--- config.mk ---
export PLATFORM = sky130hd
export DESIGN_NAME = pipe_regfile_top
export DESIGN_NICKNAME = d
export VERILOG_FILES = /design/src/source/pipe_regfile_pkg.sv /design/src/source/pipe_regfile_top.sv /design/src/source/mem_wb_stage.sv /design/src/source/alu_stage.sv /design/src/source/register_file.sv /design/src/source/issue_stage.sv /design/src/source/instr_queue.sv
export SDC_FILE = /design/constraint.sdc
export NUM_CORES = 2
export LEC_CHECK = 0
export ABC_AREA = 1
export BUFFER_PORTS_ARGS = -buffer_cell sky130_fd_sc_hd__clkbuf_2
export CORE_ASPECT_RATIO = 1.2
export CORE_MARGIN = 5
export CORE_UTILIZATION = 50
export DETAILED_ROUTE_END_ITERATION = 8
export HOLD_SLACK_MARGIN = 0.12
export PLACE_DENSITY = 0.68
export RECOVER_POWER = 25
export SYNTH_ARGS = -nofsm -noshare
export SYNTH_HDL_FRONTEND = slang
export SYNTH_SLANG_ARGS = --single-unit
export TNS_END_PERCENT = 100
--- constraint.sdc ---
create_clock -name clk_i -period 5.6 [get_ports clk_i]
set_clock_uncertainty 0.15 [all_clocks]
set_input_delay 0.84 -clock clk_i [delete_from_list [all_inputs] [get_ports clk_i]]
set_output_delay 0.84 -clock clk_i [all_outputs]
set_load 0.1 [all_outputs]
--- src/source/pipe_regfile_pkg.sv ---
package pipe_regfile_pkg;

    // ------------------------------
    // Datapath widths
    // ------------------------------
    localparam int XLEN       = 32;
    localparam int REG_ADDR_W = 5;
    localparam int NUM_REGS   = 32;
    localparam int IMM_W      = 12;

    // Pending writes live in EX, MEM and WB at most
    localparam int PEND_W     = 2;

    // ------------------------------
    // Queue and scratch memory
    // ------------------------------
    // Queue depth doubles as the source's starting credit
    localparam int QUEUE_DEPTH = 4;
    localparam int QUEUE_PTR_W = 2;

    localparam int MEM_WORDS  = 16;
    localparam int MEM_ADDR_W = 4;

    // ------------------------------
    // Encodings
    // ------------------------------
    typedef enum logic [2:0] {
        OP_NOP   = 3'd0,
        OP_ADD   = 3'd1,
        OP_SUB   = 3'd2,
        OP_AND   = 3'd3,
        OP_XOR   = 3'd4,
        OP_ADDI  = 3'd5,
        OP_LOAD  = 3'd6,
        OP_STORE = 3'd7
    } opcode_e;

    typedef enum logic [1:0] {
        Q_EMPTY   = 2'd0,
        Q_PARTIAL = 2'd1,
        Q_FULL    = 2'd2
    } queue_state_e;

    // Ops that end with a register write
    function automatic logic op_writes_rd(opcode_e op);
        return (op != OP_NOP) && (op != OP_STORE);
    endfunction

endpackage
--- src/source/pipe_regfile_top.sv ---
module pipe_regfile_top
    import pipe_regfile_pkg::*;
(
    input  logic                  clk_i,
    input  logic                  rst_i,
    input  logic                  in_valid_i,
    input  opcode_e               in_op_i,
    input  logic [REG_ADDR_W-1:0] in_rd_i,
    input  logic [REG_ADDR_W-1:0] in_rs1_i,
    input  logic [REG_ADDR_W-1:0] in_rs2_i,
    input  logic [IMM_W-1:0]      in_imm_i,
    output logic                  credit_o,
    output logic                  wb_valid_o,
    output logic [REG_ADDR_W-1:0] wb_rd_o,
    output logic [XLEN-1:0]       wb_data_o
);

    // Queue head
    logic                  q_valid;
    opcode_e               q_op;
    logic [REG_ADDR_W-1:0] q_rd;
    logic [REG_ADDR_W-1:0] q_rs1;
    logic [REG_ADDR_W-1:0] q_rs2;
    logic [IMM_W-1:0]      q_imm;
    logic                  q_pop;

    // Issue to register file
    logic                  rd_rs1_en;
    logic                  rd_rs2_en;
    logic [REG_ADDR_W-1:0] rs1_idx;
    logic [REG_ADDR_W-1:0] rs2_idx;
    logic [XLEN-1:0]       rs1_data;
    logic [XLEN-1:0]       rs2_data;
    logic                  stall;
    logic                  alloc_en;
    logic [REG_ADDR_W-1:0] alloc_rd;

    // Issue to ALU
    logic                  iss_valid;
    opcode_e               iss_op;
    logic [REG_ADDR_W-1:0] iss_rd;
    logic [XLEN-1:0]       iss_a;
    logic [XLEN-1:0]       iss_b;
    logic [IMM_W-1:0]      iss_imm;

    // ------------------------------
    // Execute and memory outputs
    // ------------------------------
    logic                  ex_valid;
    opcode_e               ex_op;
    logic [REG_ADDR_W-1:0] ex_rd;
    logic [XLEN-1:0]       ex_result;
    logic [XLEN-1:0]       ex_store_data;
    logic                  ex_fwd_en;
    logic                  ex_fwd_is_load;
    logic                  mem_fwd_en;
    logic [REG_ADDR_W-1:0] mem_fwd_rd;
    logic [XLEN-1:0]       mem_fwd_data;

    instr_queue i_instr_queue (
        .clk_i        (clk_i),
        .rst_i        (rst_i),
        .in_valid_i   (in_valid_i),
        .in_op_i      (in_op_i),
        .in_rd_i      (in_rd_i),
        .in_rs1_i     (in_rs1_i),
        .in_rs2_i     (in_rs2_i),
        .in_imm_i     (in_imm_i),
        .pop_i        (q_pop),
        .head_valid_o (q_valid),
        .head_op_o    (q_op),
        .head_rd_o    (q_rd),
        .head_rs1_o   (q_rs1),
        .head_rs2_o   (q_rs2),
        .head_imm_o   (q_imm),
        .credit_o     (credit_o)
    );

    issue_stage i_issue_stage (
        .clk_i        (clk_i),
        .rst_i        (rst_i),
        .head_valid_i (q_valid),
        .head_op_i    (q_op),
        .head_rd_i    (q_rd),
        .head_rs1_i   (q_rs1),
        .head_rs2_i   (q_rs2),
        .head_imm_i   (q_imm),
        .pop_o        (q_pop),
        .rd_rs1_en_o  (rd_rs1_en),
        .rd_rs2_en_o  (rd_rs2_en),
        .rs1_idx_o    (rs1_idx),
        .rs2_idx_o    (rs2_idx),
        .rs1_data_i   (rs1_data),
        .rs2_data_i   (rs2_data),
        .stall_i      (stall),
        .alloc_en_o   (alloc_en),
        .alloc_rd_o   (alloc_rd),
        .iss_valid_o  (iss_valid),
        .iss_op_o     (iss_op),
        .iss_rd_o     (iss_rd),
        .iss_a_o      (iss_a),
        .iss_b_o      (iss_b),
        .iss_imm_o    (iss_imm)
    );

    register_file i_register_file (
        .clk_i            (clk_i),
        .rst_i            (rst_i),
        .rd_rs1_en_i      (rd_rs1_en),
        .rd_rs2_en_i      (rd_rs2_en),
        .rs1_idx_i        (rs1_idx),
        .rs2_idx_i        (rs2_idx),
        .rs1_data_o       (rs1_data),
        .rs2_data_o       (rs2_data),
        .stall_o          (stall),
        .alloc_en_i       (alloc_en),
        .alloc_rd_i       (alloc_rd),
        .ex_fwd_en_i      (ex_fwd_en),
        .ex_fwd_rd_i      (ex_rd),
        .ex_fwd_is_load_i (ex_fwd_is_load),
        .ex_fwd_data_i    (ex_result),
        .mem_fwd_en_i     (mem_fwd_en),
        .mem_fwd_rd_i     (mem_fwd_rd),
        .mem_fwd_data_i   (mem_fwd_data),
        .wb_en_i          (wb_valid_o),
        .wb_rd_i          (wb_rd_o),
        .wb_data_i        (wb_data_o)
    );

    alu_stage i_alu_stage (
        .clk_i            (clk_i),
        .rst_i            (rst_i),
        .iss_valid_i      (iss_valid),
        .iss_op_i         (iss_op),
        .iss_rd_i         (iss_rd),
        .iss_a_i          (iss_a),
        .iss_b_i          (iss_b),
        .iss_imm_i        (iss_imm),
        .ex_valid_o       (ex_valid),
        .ex_op_o          (ex_op),
        .ex_rd_o          (ex_rd),
        .ex_result_o      (ex_result),
        .ex_store_data_o  (ex_store_data),
        .ex_fwd_en_o      (ex_fwd_en),
        .ex_fwd_is_load_o (ex_fwd_is_load)
    );

    // WB register drives both the write port and the retire trace
    mem_wb_stage i_mem_wb_stage (
        .clk_i           (clk_i),
        .rst_i           (rst_i),
        .ex_valid_i      (ex_valid),
        .ex_op_i         (ex_op),
        .ex_rd_i         (ex_rd),
        .ex_result_i     (ex_result),
        .ex_store_data_i (ex_store_data),
        .mem_fwd_en_o    (mem_fwd_en),
        .mem_fwd_rd_o    (mem_fwd_rd),
        .mem_fwd_data_o  (mem_fwd_data),
        .wb_en_o         (wb_valid_o),
        .wb_rd_o         (wb_rd_o),
        .wb_data_o       (wb_data_o)
    );

endmodule

--- src/source/mem_wb_stage.sv ---
module mem_wb_stage
    import pipe_regfile_pkg::*;
(
    input  logic                  clk_i,
    input  logic                  rst_i,
    input  logic                  ex_valid_i,
    input  opcode_e               ex_op_i,
    input  logic [REG_ADDR_W-1:0] ex_rd_i,
    input  logic [XLEN-1:0]       ex_result_i,
    input  logic [XLEN-1:0]       ex_store_data_i,
    output logic                  mem_fwd_en_o,
    output logic [REG_ADDR_W-1:0] mem_fwd_rd_o,
    output logic [XLEN-1:0]       mem_fwd_data_o,
    output logic                  wb_en_o,
    output logic [REG_ADDR_W-1:0] wb_rd_o,
    output logic [XLEN-1:0]       wb_data_o
);

    logic                  mem_valid;
    opcode_e               mem_op;
    logic [REG_ADDR_W-1:0] mem_rd;
    logic [XLEN-1:0]       mem_result;
    logic [XLEN-1:0]       mem_store_data;

    logic [XLEN-1:0]       scratch [MEM_WORDS];
    logic [MEM_ADDR_W-1:0] mem_addr;
    logic [XLEN-1:0]       load_data;

    // ------------------------------
    // MEM pipeline register
    // ------------------------------
    always_ff @(posedge clk_i) begin
        if (!rst_i) begin
            mem_valid <= 1'b0;
            mem_op    <= OP_NOP;
        end else begin
            mem_valid <= ex_valid_i;
            mem_op    <= ex_op_i;
        end
    end

    always_ff @(posedge clk_i) begin
        mem_rd         <= ex_rd_i;
        mem_result     <= ex_result_i;
        mem_store_data <= ex_store_data_i;
    end

    // Word address from low bits of the sum
    assign mem_addr  = mem_result[MEM_ADDR_W-1:0];
    assign load_data = scratch[mem_addr];

    // Scratch words start at zero, store lands at end of MEM
    always_ff @(posedge clk_i) begin
        if (!rst_i) begin
            for (int i = 0; i < MEM_WORDS; i++) begin
                scratch[i] <= '0;
            end
        end else if (mem_valid && (mem_op == OP_STORE)) begin
            scratch[mem_addr] <= mem_store_data;
        end
    end

    // Load data ready here for forwarding
    assign mem_fwd_en_o   = mem_valid && op_writes_rd(mem_op);
    assign mem_fwd_rd_o   = mem_rd;
    assign mem_fwd_data_o = (mem_op == OP_LOAD) ? load_data : mem_result;

    // ------------------------------
    // WB register, also the retire trace
    // ------------------------------
    always_ff @(posedge clk_i) begin
        if (!rst_i) begin
            wb_en_o <= 1'b0;
        end else begin
            wb_en_o <= mem_fwd_en_o;
        end
    end

    always_ff @(posedge clk_i) begin
        wb_rd_o   <= mem_fwd_rd_o;
        wb_data_o <= mem_fwd_data_o;
    end

endmodule

--- src/source/alu_stage.sv ---
module alu_stage
    import pipe_regfile_pkg::*;
(
    input  logic                  clk_i,
    input  logic                  rst_i,
    input  logic                  iss_valid_i,
    input  opcode_e               iss_op_i,
    input  logic [REG_ADDR_W-1:0] iss_rd_i,
    input  logic [XLEN-1:0]       iss_a_i,
    input  logic [XLEN-1:0]       iss_b_i,
    input  logic [IMM_W-1:0]      iss_imm_i,
    output logic                  ex_valid_o,
    output opcode_e               ex_op_o,
    output logic [REG_ADDR_W-1:0] ex_rd_o,
    output logic [XLEN-1:0]       ex_result_o,
    output logic [XLEN-1:0]       ex_store_data_o,
    output logic                  ex_fwd_en_o,
    output logic                  ex_fwd_is_load_o
);

    logic                  valid_r;
    opcode_e               op_r;
    logic [REG_ADDR_W-1:0] rd_r;
    logic [XLEN-1:0]       a_r;
    logic [XLEN-1:0]       b_r;
    logic [IMM_W-1:0]      imm_r;
    logic [XLEN-1:0]       imm_sext;

    // ------------------------------
    // EX pipeline register
    // ------------------------------
    always_ff @(posedge clk_i) begin
        if (!rst_i) begin
            valid_r <= 1'b0;
            op_r    <= OP_NOP;
        end else begin
            valid_r <= iss_valid_i;
            op_r    <= iss_op_i;
        end
    end

    // Operands and destination
    always_ff @(posedge clk_i) begin
        rd_r  <= iss_rd_i;
        a_r   <= iss_a_i;
        b_r   <= iss_b_i;
        imm_r <= iss_imm_i;
    end

    assign imm_sext = {{(XLEN-IMM_W){imm_r[IMM_W-1]}}, imm_r};

    // ALU result or effective address
    always_comb begin
        case (op_r)
            OP_ADD:                      ex_result_o = a_r + b_r;
            OP_SUB:                      ex_result_o = a_r - b_r;
            OP_AND:                      ex_result_o = a_r & b_r;
            OP_XOR:                      ex_result_o = a_r ^ b_r;
            OP_ADDI, OP_LOAD, OP_STORE:  ex_result_o = a_r + imm_sext;
            default:                     ex_result_o = '0;
        endcase
    end

    assign ex_valid_o      = valid_r;
    assign ex_op_o         = op_r;
    assign ex_rd_o         = rd_r;
    assign ex_store_data_o = b_r;

    // Loads have only an address here, so no forward
    assign ex_fwd_en_o      = valid_r && op_writes_rd(op_r);
    assign ex_fwd_is_load_o = valid_r && (op_r == OP_LOAD);

endmodule

--- src/source/register_file.sv ---
module register_file
    import pipe_regfile_pkg::*;
(
    input  logic                  clk_i,
    input  logic                  rst_i,
    input  logic                  rd_rs1_en_i,
    input  logic                  rd_rs2_en_i,
    input  logic [REG_ADDR_W-1:0] rs1_idx_i,
    input  logic [REG_ADDR_W-1:0] rs2_idx_i,
    output logic [XLEN-1:0]       rs1_data_o,
    output logic [XLEN-1:0]       rs2_data_o,
    output logic                  stall_o,
    input  logic                  alloc_en_i,
    input  logic [REG_ADDR_W-1:0] alloc_rd_i,
    input  logic                  ex_fwd_en_i,
    input  logic [REG_ADDR_W-1:0] ex_fwd_rd_i,
    input  logic                  ex_fwd_is_load_i,
    input  logic [XLEN-1:0]       ex_fwd_data_i,
    input  logic                  mem_fwd_en_i,
    input  logic [REG_ADDR_W-1:0] mem_fwd_rd_i,
    input  logic [XLEN-1:0]       mem_fwd_data_i,
    input  logic                  wb_en_i,
    input  logic [REG_ADDR_W-1:0] wb_rd_i,
    input  logic [XLEN-1:0]       wb_data_i
);

    logic [XLEN-1:0]   regs [NUM_REGS];
    // Writes still in flight per register
    logic [PEND_W-1:0] pend [NUM_REGS];

    logic rs1_ready;
    logic rs2_ready;
    logic inc_en;
    logic dec_en;
    logic same_rd;

    // ------------------------------
    // Operand select
    // ------------------------------
    // Returns {ready, data}, file first then EX then MEM
    function automatic logic [XLEN:0] pick_operand(
        input logic                  en,
        input logic [REG_ADDR_W-1:0] idx,
        input logic [PEND_W-1:0]     cnt,
        input logic [XLEN-1:0]       file_val
    );
        logic          ex_hit;
        logic          mem_hit;
        logic [XLEN:0] res;
        ex_hit  = ex_fwd_en_i && (ex_fwd_rd_i == idx);
        mem_hit = mem_fwd_en_i && (mem_fwd_rd_i == idx);
        res     = '0;
        if (!en) begin
            res = '0;
        end else if (cnt == '0) begin
            res = {1'b1, file_val};
        end else if (ex_hit && !ex_fwd_is_load_i) begin
            res = {1'b1, ex_fwd_data_i};
        end else if (mem_hit && !ex_hit) begin
            // A load in EX is the newer writer, MEM value is stale then
            res = {1'b1, mem_fwd_data_i};
        end
        return res;
    endfunction

    always_comb begin
        {rs1_ready, rs1_data_o} = pick_operand(rd_rs1_en_i, rs1_idx_i,
                                               pend[rs1_idx_i], regs[rs1_idx_i]);
        {rs2_ready, rs2_data_o} = pick_operand(rd_rs2_en_i, rs2_idx_i,
                                               pend[rs2_idx_i], regs[rs2_idx_i]);
    end

    // Missing operand holds issue
    assign stall_o = (rd_rs1_en_i && !rs1_ready) || (rd_rs2_en_i && !rs2_ready);

    // ------------------------------
    // Scoreboard and write port
    // ------------------------------
    // Register 0 never counts and never stores
    assign inc_en  = alloc_en_i && (alloc_rd_i != '0);
    assign dec_en  = wb_en_i && (wb_rd_i != '0);
    assign same_rd = inc_en && dec_en && (alloc_rd_i == wb_rd_i);

    always_ff @(posedge clk_i) begin
        if (!rst_i) begin
            for (int i = 0; i < NUM_REGS; i++) begin
                regs[i] <= '0;
                pend[i] <= '0;
            end
        end else begin
            if (dec_en) begin
                regs[wb_rd_i] <= wb_data_i;
            end
            // Claim and retire on one register cancel out
            if (inc_en && !same_rd) begin
                pend[alloc_rd_i] <= pend[alloc_rd_i] + 1'b1;
            end
            if (dec_en && !same_rd) begin
                pend[wb_rd_i] <= pend[wb_rd_i] - 1'b1;
            end
        end
    end

    // At most three writers exist between issue and WB
    a_pend_no_overflow: assert property (@(posedge clk_i) disable iff (!rst_i)
        (inc_en && !same_rd) |-> (pend[alloc_rd_i] != '1));

    // Every retire matches an earlier claim
    a_pend_no_underflow: assert property (@(posedge clk_i) disable iff (!rst_i)
        (dec_en && !same_rd) |-> (pend[wb_rd_i] != '0));

endmodule

--- src/source/issue_stage.sv ---
module issue_stage
    import pipe_regfile_pkg::*;
(
    input  logic                  clk_i,
    input  logic                  rst_i,
    input  logic                  head_valid_i,
    input  opcode_e               head_op_i,
    input  logic [REG_ADDR_W-1:0] head_rd_i,
    input  logic [REG_ADDR_W-1:0] head_rs1_i,
    input  logic [REG_ADDR_W-1:0] head_rs2_i,
    input  logic [IMM_W-1:0]      head_imm_i,
    output logic                  pop_o,
    output logic                  rd_rs1_en_o,
    output logic                  rd_rs2_en_o,
    output logic [REG_ADDR_W-1:0] rs1_idx_o,
    output logic [REG_ADDR_W-1:0] rs2_idx_o,
    input  logic [XLEN-1:0]       rs1_data_i,
    input  logic [XLEN-1:0]       rs2_data_i,
    input  logic                  stall_i,
    output logic                  alloc_en_o,
    output logic [REG_ADDR_W-1:0] alloc_rd_o,
    output logic                  iss_valid_o,
    output opcode_e               iss_op_o,
    output logic [REG_ADDR_W-1:0] iss_rd_o,
    output logic [XLEN-1:0]       iss_a_o,
    output logic [XLEN-1:0]       iss_b_o,
    output logic [IMM_W-1:0]      iss_imm_o
);

    logic uses_rs1;
    logic uses_rs2;
    logic fire;

    // ------------------------------
    // Source operand decode
    // ------------------------------
    always_comb begin
        uses_rs1 = 1'b0;
        uses_rs2 = 1'b0;
        case (head_op_i)
            OP_ADD, OP_SUB, OP_AND, OP_XOR, OP_STORE: begin
                uses_rs1 = 1'b1;
                uses_rs2 = 1'b1;
            end
            // Base register only
            OP_ADDI, OP_LOAD: begin
                uses_rs1 = 1'b1;
            end
            default: begin
                uses_rs1 = 1'b0;
            end
        endcase
    end

    // Operand requests go out whenever a head is present
    assign rd_rs1_en_o = head_valid_i && uses_rs1;
    assign rd_rs2_en_o = head_valid_i && uses_rs2;
    assign rs1_idx_o   = head_rs1_i;
    assign rs2_idx_o   = head_rs2_i;

    // Launch only with all operands in hand
    assign fire  = head_valid_i && !stall_i;
    assign pop_o = fire;

    // Scoreboard claim for the destination
    assign alloc_en_o = fire && op_writes_rd(head_op_i);
    assign alloc_rd_o = head_rd_i;

    // ------------------------------
    // Launch into execute
    // ------------------------------
    // Bubble is a NOP with valid low
    assign iss_valid_o = fire;
    assign iss_op_o    = fire ? head_op_i : OP_NOP;
    assign iss_rd_o    = head_rd_i;
    assign iss_a_o     = rs1_data_i;
    assign iss_b_o     = rs2_data_i;
    assign iss_imm_o   = head_imm_i;

    // Stalled head is held by the queue into the next cycle
    a_stall_holds_head: assert property (@(posedge clk_i) disable iff (!rst_i)
        (head_valid_i && stall_i) |=> head_valid_i);

endmodule

--- src/source/instr_queue.sv ---
module instr_queue
    import pipe_regfile_pkg::*;
(
    input  logic                  clk_i,
    input  logic                  rst_i,
    input  logic                  in_valid_i,
    input  opcode_e               in_op_i,
    input  logic [REG_ADDR_W-1:0] in_rd_i,
    input  logic [REG_ADDR_W-1:0] in_rs1_i,
    input  logic [REG_ADDR_W-1:0] in_rs2_i,
    input  logic [IMM_W-1:0]      in_imm_i,
    input  logic                  pop_i,
    output logic                  head_valid_o,
    output opcode_e               head_op_o,
    output logic [REG_ADDR_W-1:0] head_rd_o,
    output logic [REG_ADDR_W-1:0] head_rs1_o,
    output logic [REG_ADDR_W-1:0] head_rs2_o,
    output logic [IMM_W-1:0]      head_imm_o,
    output logic                  credit_o
);

    // Entry payload
    opcode_e                op_q  [QUEUE_DEPTH];
    logic [REG_ADDR_W-1:0]  rd_q  [QUEUE_DEPTH];
    logic [REG_ADDR_W-1:0]  rs1_q [QUEUE_DEPTH];
    logic [REG_ADDR_W-1:0]  rs2_q [QUEUE_DEPTH];
    logic [IMM_W-1:0]       imm_q [QUEUE_DEPTH];

    logic [QUEUE_PTR_W-1:0] wr_ptr;
    logic [QUEUE_PTR_W-1:0] rd_ptr;
    queue_state_e           state;
    queue_state_e           state_next;

    // ------------------------------
    // Occupancy tracking
    // ------------------------------
    always_comb begin
        state_next = state;
        // Push alone fills, pop alone drains, both keep level
        if (in_valid_i && !pop_i) begin
            state_next = (QUEUE_PTR_W'(wr_ptr + 1'b1) == rd_ptr) ? Q_FULL : Q_PARTIAL;
        end else if (pop_i && !in_valid_i) begin
            state_next = (QUEUE_PTR_W'(rd_ptr + 1'b1) == wr_ptr) ? Q_EMPTY : Q_PARTIAL;
        end
    end

    always_ff @(posedge clk_i) begin
        if (!rst_i) begin
            wr_ptr   <= '0;
            rd_ptr   <= '0;
            state    <= Q_EMPTY;
            credit_o <= 1'b0;
        end else begin
            if (in_valid_i) begin
                wr_ptr <= wr_ptr + 1'b1;
            end
            if (pop_i) begin
                rd_ptr <= rd_ptr + 1'b1;
            end
            state    <= state_next;
            // One credit back per freed slot, a cycle late
            credit_o <= pop_i;
        end
    end

    // Storage write
    always_ff @(posedge clk_i) begin
        if (in_valid_i) begin
            op_q[wr_ptr]  <= in_op_i;
            rd_q[wr_ptr]  <= in_rd_i;
            rs1_q[wr_ptr] <= in_rs1_i;
            rs2_q[wr_ptr] <= in_rs2_i;
            imm_q[wr_ptr] <= in_imm_i;
        end
    end

    // Head seen by issue without delay
    assign head_valid_o = (state != Q_EMPTY);
    assign head_op_o    = op_q[rd_ptr];
    assign head_rd_o    = rd_q[rd_ptr];
    assign head_rs1_o   = rs1_q[rd_ptr];
    assign head_rs2_o   = rs2_q[rd_ptr];
    assign head_imm_o   = imm_q[rd_ptr];

    // Credit discipline at the source
    a_no_push_full: assert property (@(posedge clk_i) disable iff (!rst_i)
        (state == Q_FULL) |-> !in_valid_i);

    a_no_pop_empty: assert property (@(posedge clk_i) disable iff (!rst_i)
        (state == Q_EMPTY) |-> !pop_i);

endmodule

==> qor.txt <==
status: complete, but fails checks
violated checks: capacitance limit, slew limit
CP max stage cell: dfxtp_1
Die Height: 493 um
Final Cell Area: 106000 um^2
largest net degree at the start of global routing: 232
DR WL met2: 167000 um
top-area cell type share of the netlist area: 0.532
largest delay contributor family on the critical path: flip-flops
initial antenna violation count: 11
core area: 194000 um^2
I/O pin cnt: 72
dominant synthesized flop cell: edfxtp_1
Min Hold Slack: 0.224 ns
Synth area leaders: edfxtp_1 (53%), nor2_1 (8.6%), o21ai_0 (7.0%)
mean area per synthesized cell: 9.02 um^2
clock-pin slew on the worst setup and hold paths: 0.06 ns
Starting Density: 0.501
setup total negative slack: 0 ns
HP Class: in -> reg
final worst setup slack: 0.469 ns
Tmin final: 5.13 ns
placed instance area: 99800 um^2
DRT Pass-1 Iters: 8
H-Tree Depth: 4
number of remaining DRC errors: 0
number of global-route vias before repair: 80400
first-pass GRT wire length: 521000 um
Min-Delay Path Depth: 3
Avg Vias per Cell: 6.45
Clk Latency, worst-skew pair: 0.87 ns
overflow left after global routing: 0
Max rail drop VDD: 0.000681 V
met3 wire length: 43500 um
Worst path most repeated cell: nand3_1
synthesis-stage register bit count: 1924
Crit Path Category: reg -> reg
stages on the worst setup path: 7
CTS Buffer Depth: 3
synth warn: 0
final hold vios: 0
clk sinks: 1924
GPL Wtd Cong: 0.975
routed vias: 85100
total routed wirelength: 360000 um
Yosys cell types: 65
TritonCTS clock tree: done
share of cells above drive strength 1: 0.0645
Critical Path RT: 6.23 ns
ys async rst share: 0
Placed Instances: 12800
Die ar.: 203000 um^2
uppermost layer routed: met5
Synth Area in Adders: 0.0104
Post-synth EDFFs: 1720
area occupied by multi-input gates: 35600 um^2
fmax: 195 MHz
R2R depth: 7
Final Setup Violations: 0
clock tree root buffer cell: clkbuf_16
Slew HR: -0.995
DP Wirelength: 218000 um
Cells after Synth: 10800
per-cell routed wire length: 27.3 um
Post-Synth XOR/XNOR Area: 0.000889
row count: 177
period utilization: 0.916
Seq/Total Area, Yosys: 0.574
register area: 55700 um^2
CP startpoint kind: register
compound-cell area share of the yosys netlist: 0.167
largest family of logic cells by synthesized area: simple AND/OR/NAND/NOR gates
Final Util: 0.548
Bufs and invs on worst path: 1
power per cell area: 507 nW/um^2
max-cap viol count: 8
critical-path cell list: clkbuf_2 > nand3_1 > nand3_1 > nand2_1 > a41oi_1 > a221oi_1 > nor3_1
Lkg Pwr: 37.0 nW
RSZ-0062 raised after global routing: no
critical path's largest stage delay: 2.20 ns
pre-CTS WS: 0.865 ns
worst-margin pin slew: 2.99 ns
PortBufs: 71
fraction of synthesized area in multiplexers: 0
# resized after CTS: 0
CP Capture Type: register
crit path max fanout: 63
Post-Layout Cell Count: 13200
Design Power: 53.8 mW
Die W: 412 um
Worst EP arrival: 5.76 ns
initial drt markers: 13000
max-slew violations: 358
post-synthesis simple-gate area fraction: 0.184
Final #Nets: 10500
number of buffers created by CTS: 193
fillcell total: 17200
Yosys top cell by area: edfxtp_1
routed metal-1 wire length: 127000 um
All-Layer GR Usage: 0.342
Routed Antenna Nets: 0
area delta synth->final: 9.31%
post-synth design cell area: 97100 um^2
==> flip-flops by register name, summed over array words and instances, names as in the netlist, 20 cells and up, named ones only <==
| name | cells |
|---|---|
| i_instr_queue.rs1_q | 20 |
| i_mem_wb_stage.wb_data_o | 32 |
| i_register_file.pend | 64 |
| i_mem_wb_stage.mem_store_data | 32 |
| i_instr_queue.rs2_q | 20 |
| i_mem_wb_stage.mem_result | 32 |
| i_mem_wb_stage.scratch | 512 |
| i_alu_stage.a_r | 32 |
| i_register_file.regs | 1024 |
| i_instr_queue.imm_q | 48 |
| i_instr_queue.rd_q | 20 |
| i_alu_stage.ex_store_data_o | 32 |
==> synthesized netlist by cell type (all sizes together), types with 2 or more instances <==
| master | count |
|---|---|
| a211oi | 3 |
| a21boi | 3 |
| a21o | 7 |
| a21oi | 833 |
| a221oi | 12 |
| a22o | 8 |
| a22oi | 150 |
| a31oi | 13 |
| a32oi | 2 |
| a41oi | 30 |
| buf | 238 |
| clkbuf | 691 |
| clkinv | 10 |
| dfxtp | 204 |
| edfxtp | 1720 |
| ha | 79 |
| inv | 608 |
| nand2 | 994 |
| nand3 | 954 |
| nand3b | 8 |
| nand4 | 54 |
| nor2 | 2236 |
| nor3 | 30 |
| nor4 | 5 |
| o2111a | 2 |
| o211ai | 357 |
| o21a | 2 |
| o21ai | 1393 |
| o21bai | 5 |
| o221ai | 4 |
| o22ai | 45 |
| o311ai | 3 |
| o31ai | 21 |
| o41ai | 2 |
| or2 | 21 |
| xnor2 | 3 |
| xor2 | 6 |
==> layout by cell type, fill, tap and decap left out, types with 194 or more instances in the layout <==
cell	netlist	layout
a21oi_1	832	832
clkbuf_16	0	194
dfxtp_1	204	203
edfxtp_1	1720	1720
inv_1	593	592
nand2_1	976	932
nand3_1	944	944
nor2_1	2218	2210
o211ai_1	357	357
o21ai_0	1364	1364
==> path summary, 6_finish.rpt <==
kind	from	to	slack (ns)
hold / removal	in_valid_i	i_instr_queue.wr_ptr[0]	0.22
hold reg to reg	i_alu_stage.ex_store_data_o[1]	i_mem_wb_stage.mem_store_data[1]	0.22
setup reg to reg	i_mem_wb_stage.mem_result[1]	i_alu_stage.a_r[8]	0.47
setup / recovery	i_mem_wb_stage.mem_result[1]	i_alu_stage.a_r[8]	0.47
==> per-layer routing <==
layer / up-vias / track usage
met4: 2 / 0.188
met5: - / 0
li1: 36900 / -
met3: 1453 / 0.0773
met1: 40600 / 0.428
met2: 6091 / 0.553
==> logic make-up after synthesis <==
family                   after synthesis
adder cells (fa/ha/maj)               80
AND/OR/NAND/NOR                     4304
flip-flops                          1924
other                                  1
XOR/XNOR                               9
AO/OA/AOI/OAI                       2897
buffers and inverters               1547
==> worst reg2reg max path: stages (launching register included) <==
cell,delay (ns)
dfxtp_1,2.20
clkbuf_2,1.15
nand3_1,0.18
nand3_1,0.14
nand2_1,0.06
a41oi_1,0.79
a221oi_1,0.20
nor3_1,0.18
==> what timing repair did <==
action | CTS | global route
hold buffers | 30 | 0
endpoints found under the hold margin | 120 | 0
setup buffers | 0 | 0
==> final cells by class <==
class / count / area share
clock inverter: 100 / 0.00915
tap: 2595 / 0.0306
antenna: 8 / 0.000189
timing repair buffer: 367 / 0.0281
clock buffer: 258 / 0.0492
sequential: 1924 / 0.525
multi-input combinational: 7324 / 0.335
inverter: 618 / 0.0221
==> where the power goes <==
group / switching, mW / internal, mW
logic: 17.9 / 5.59
clock network: 5.81 / 7.13
registers: 0.809 / 16.5
(Power assumes the default switching activity.)
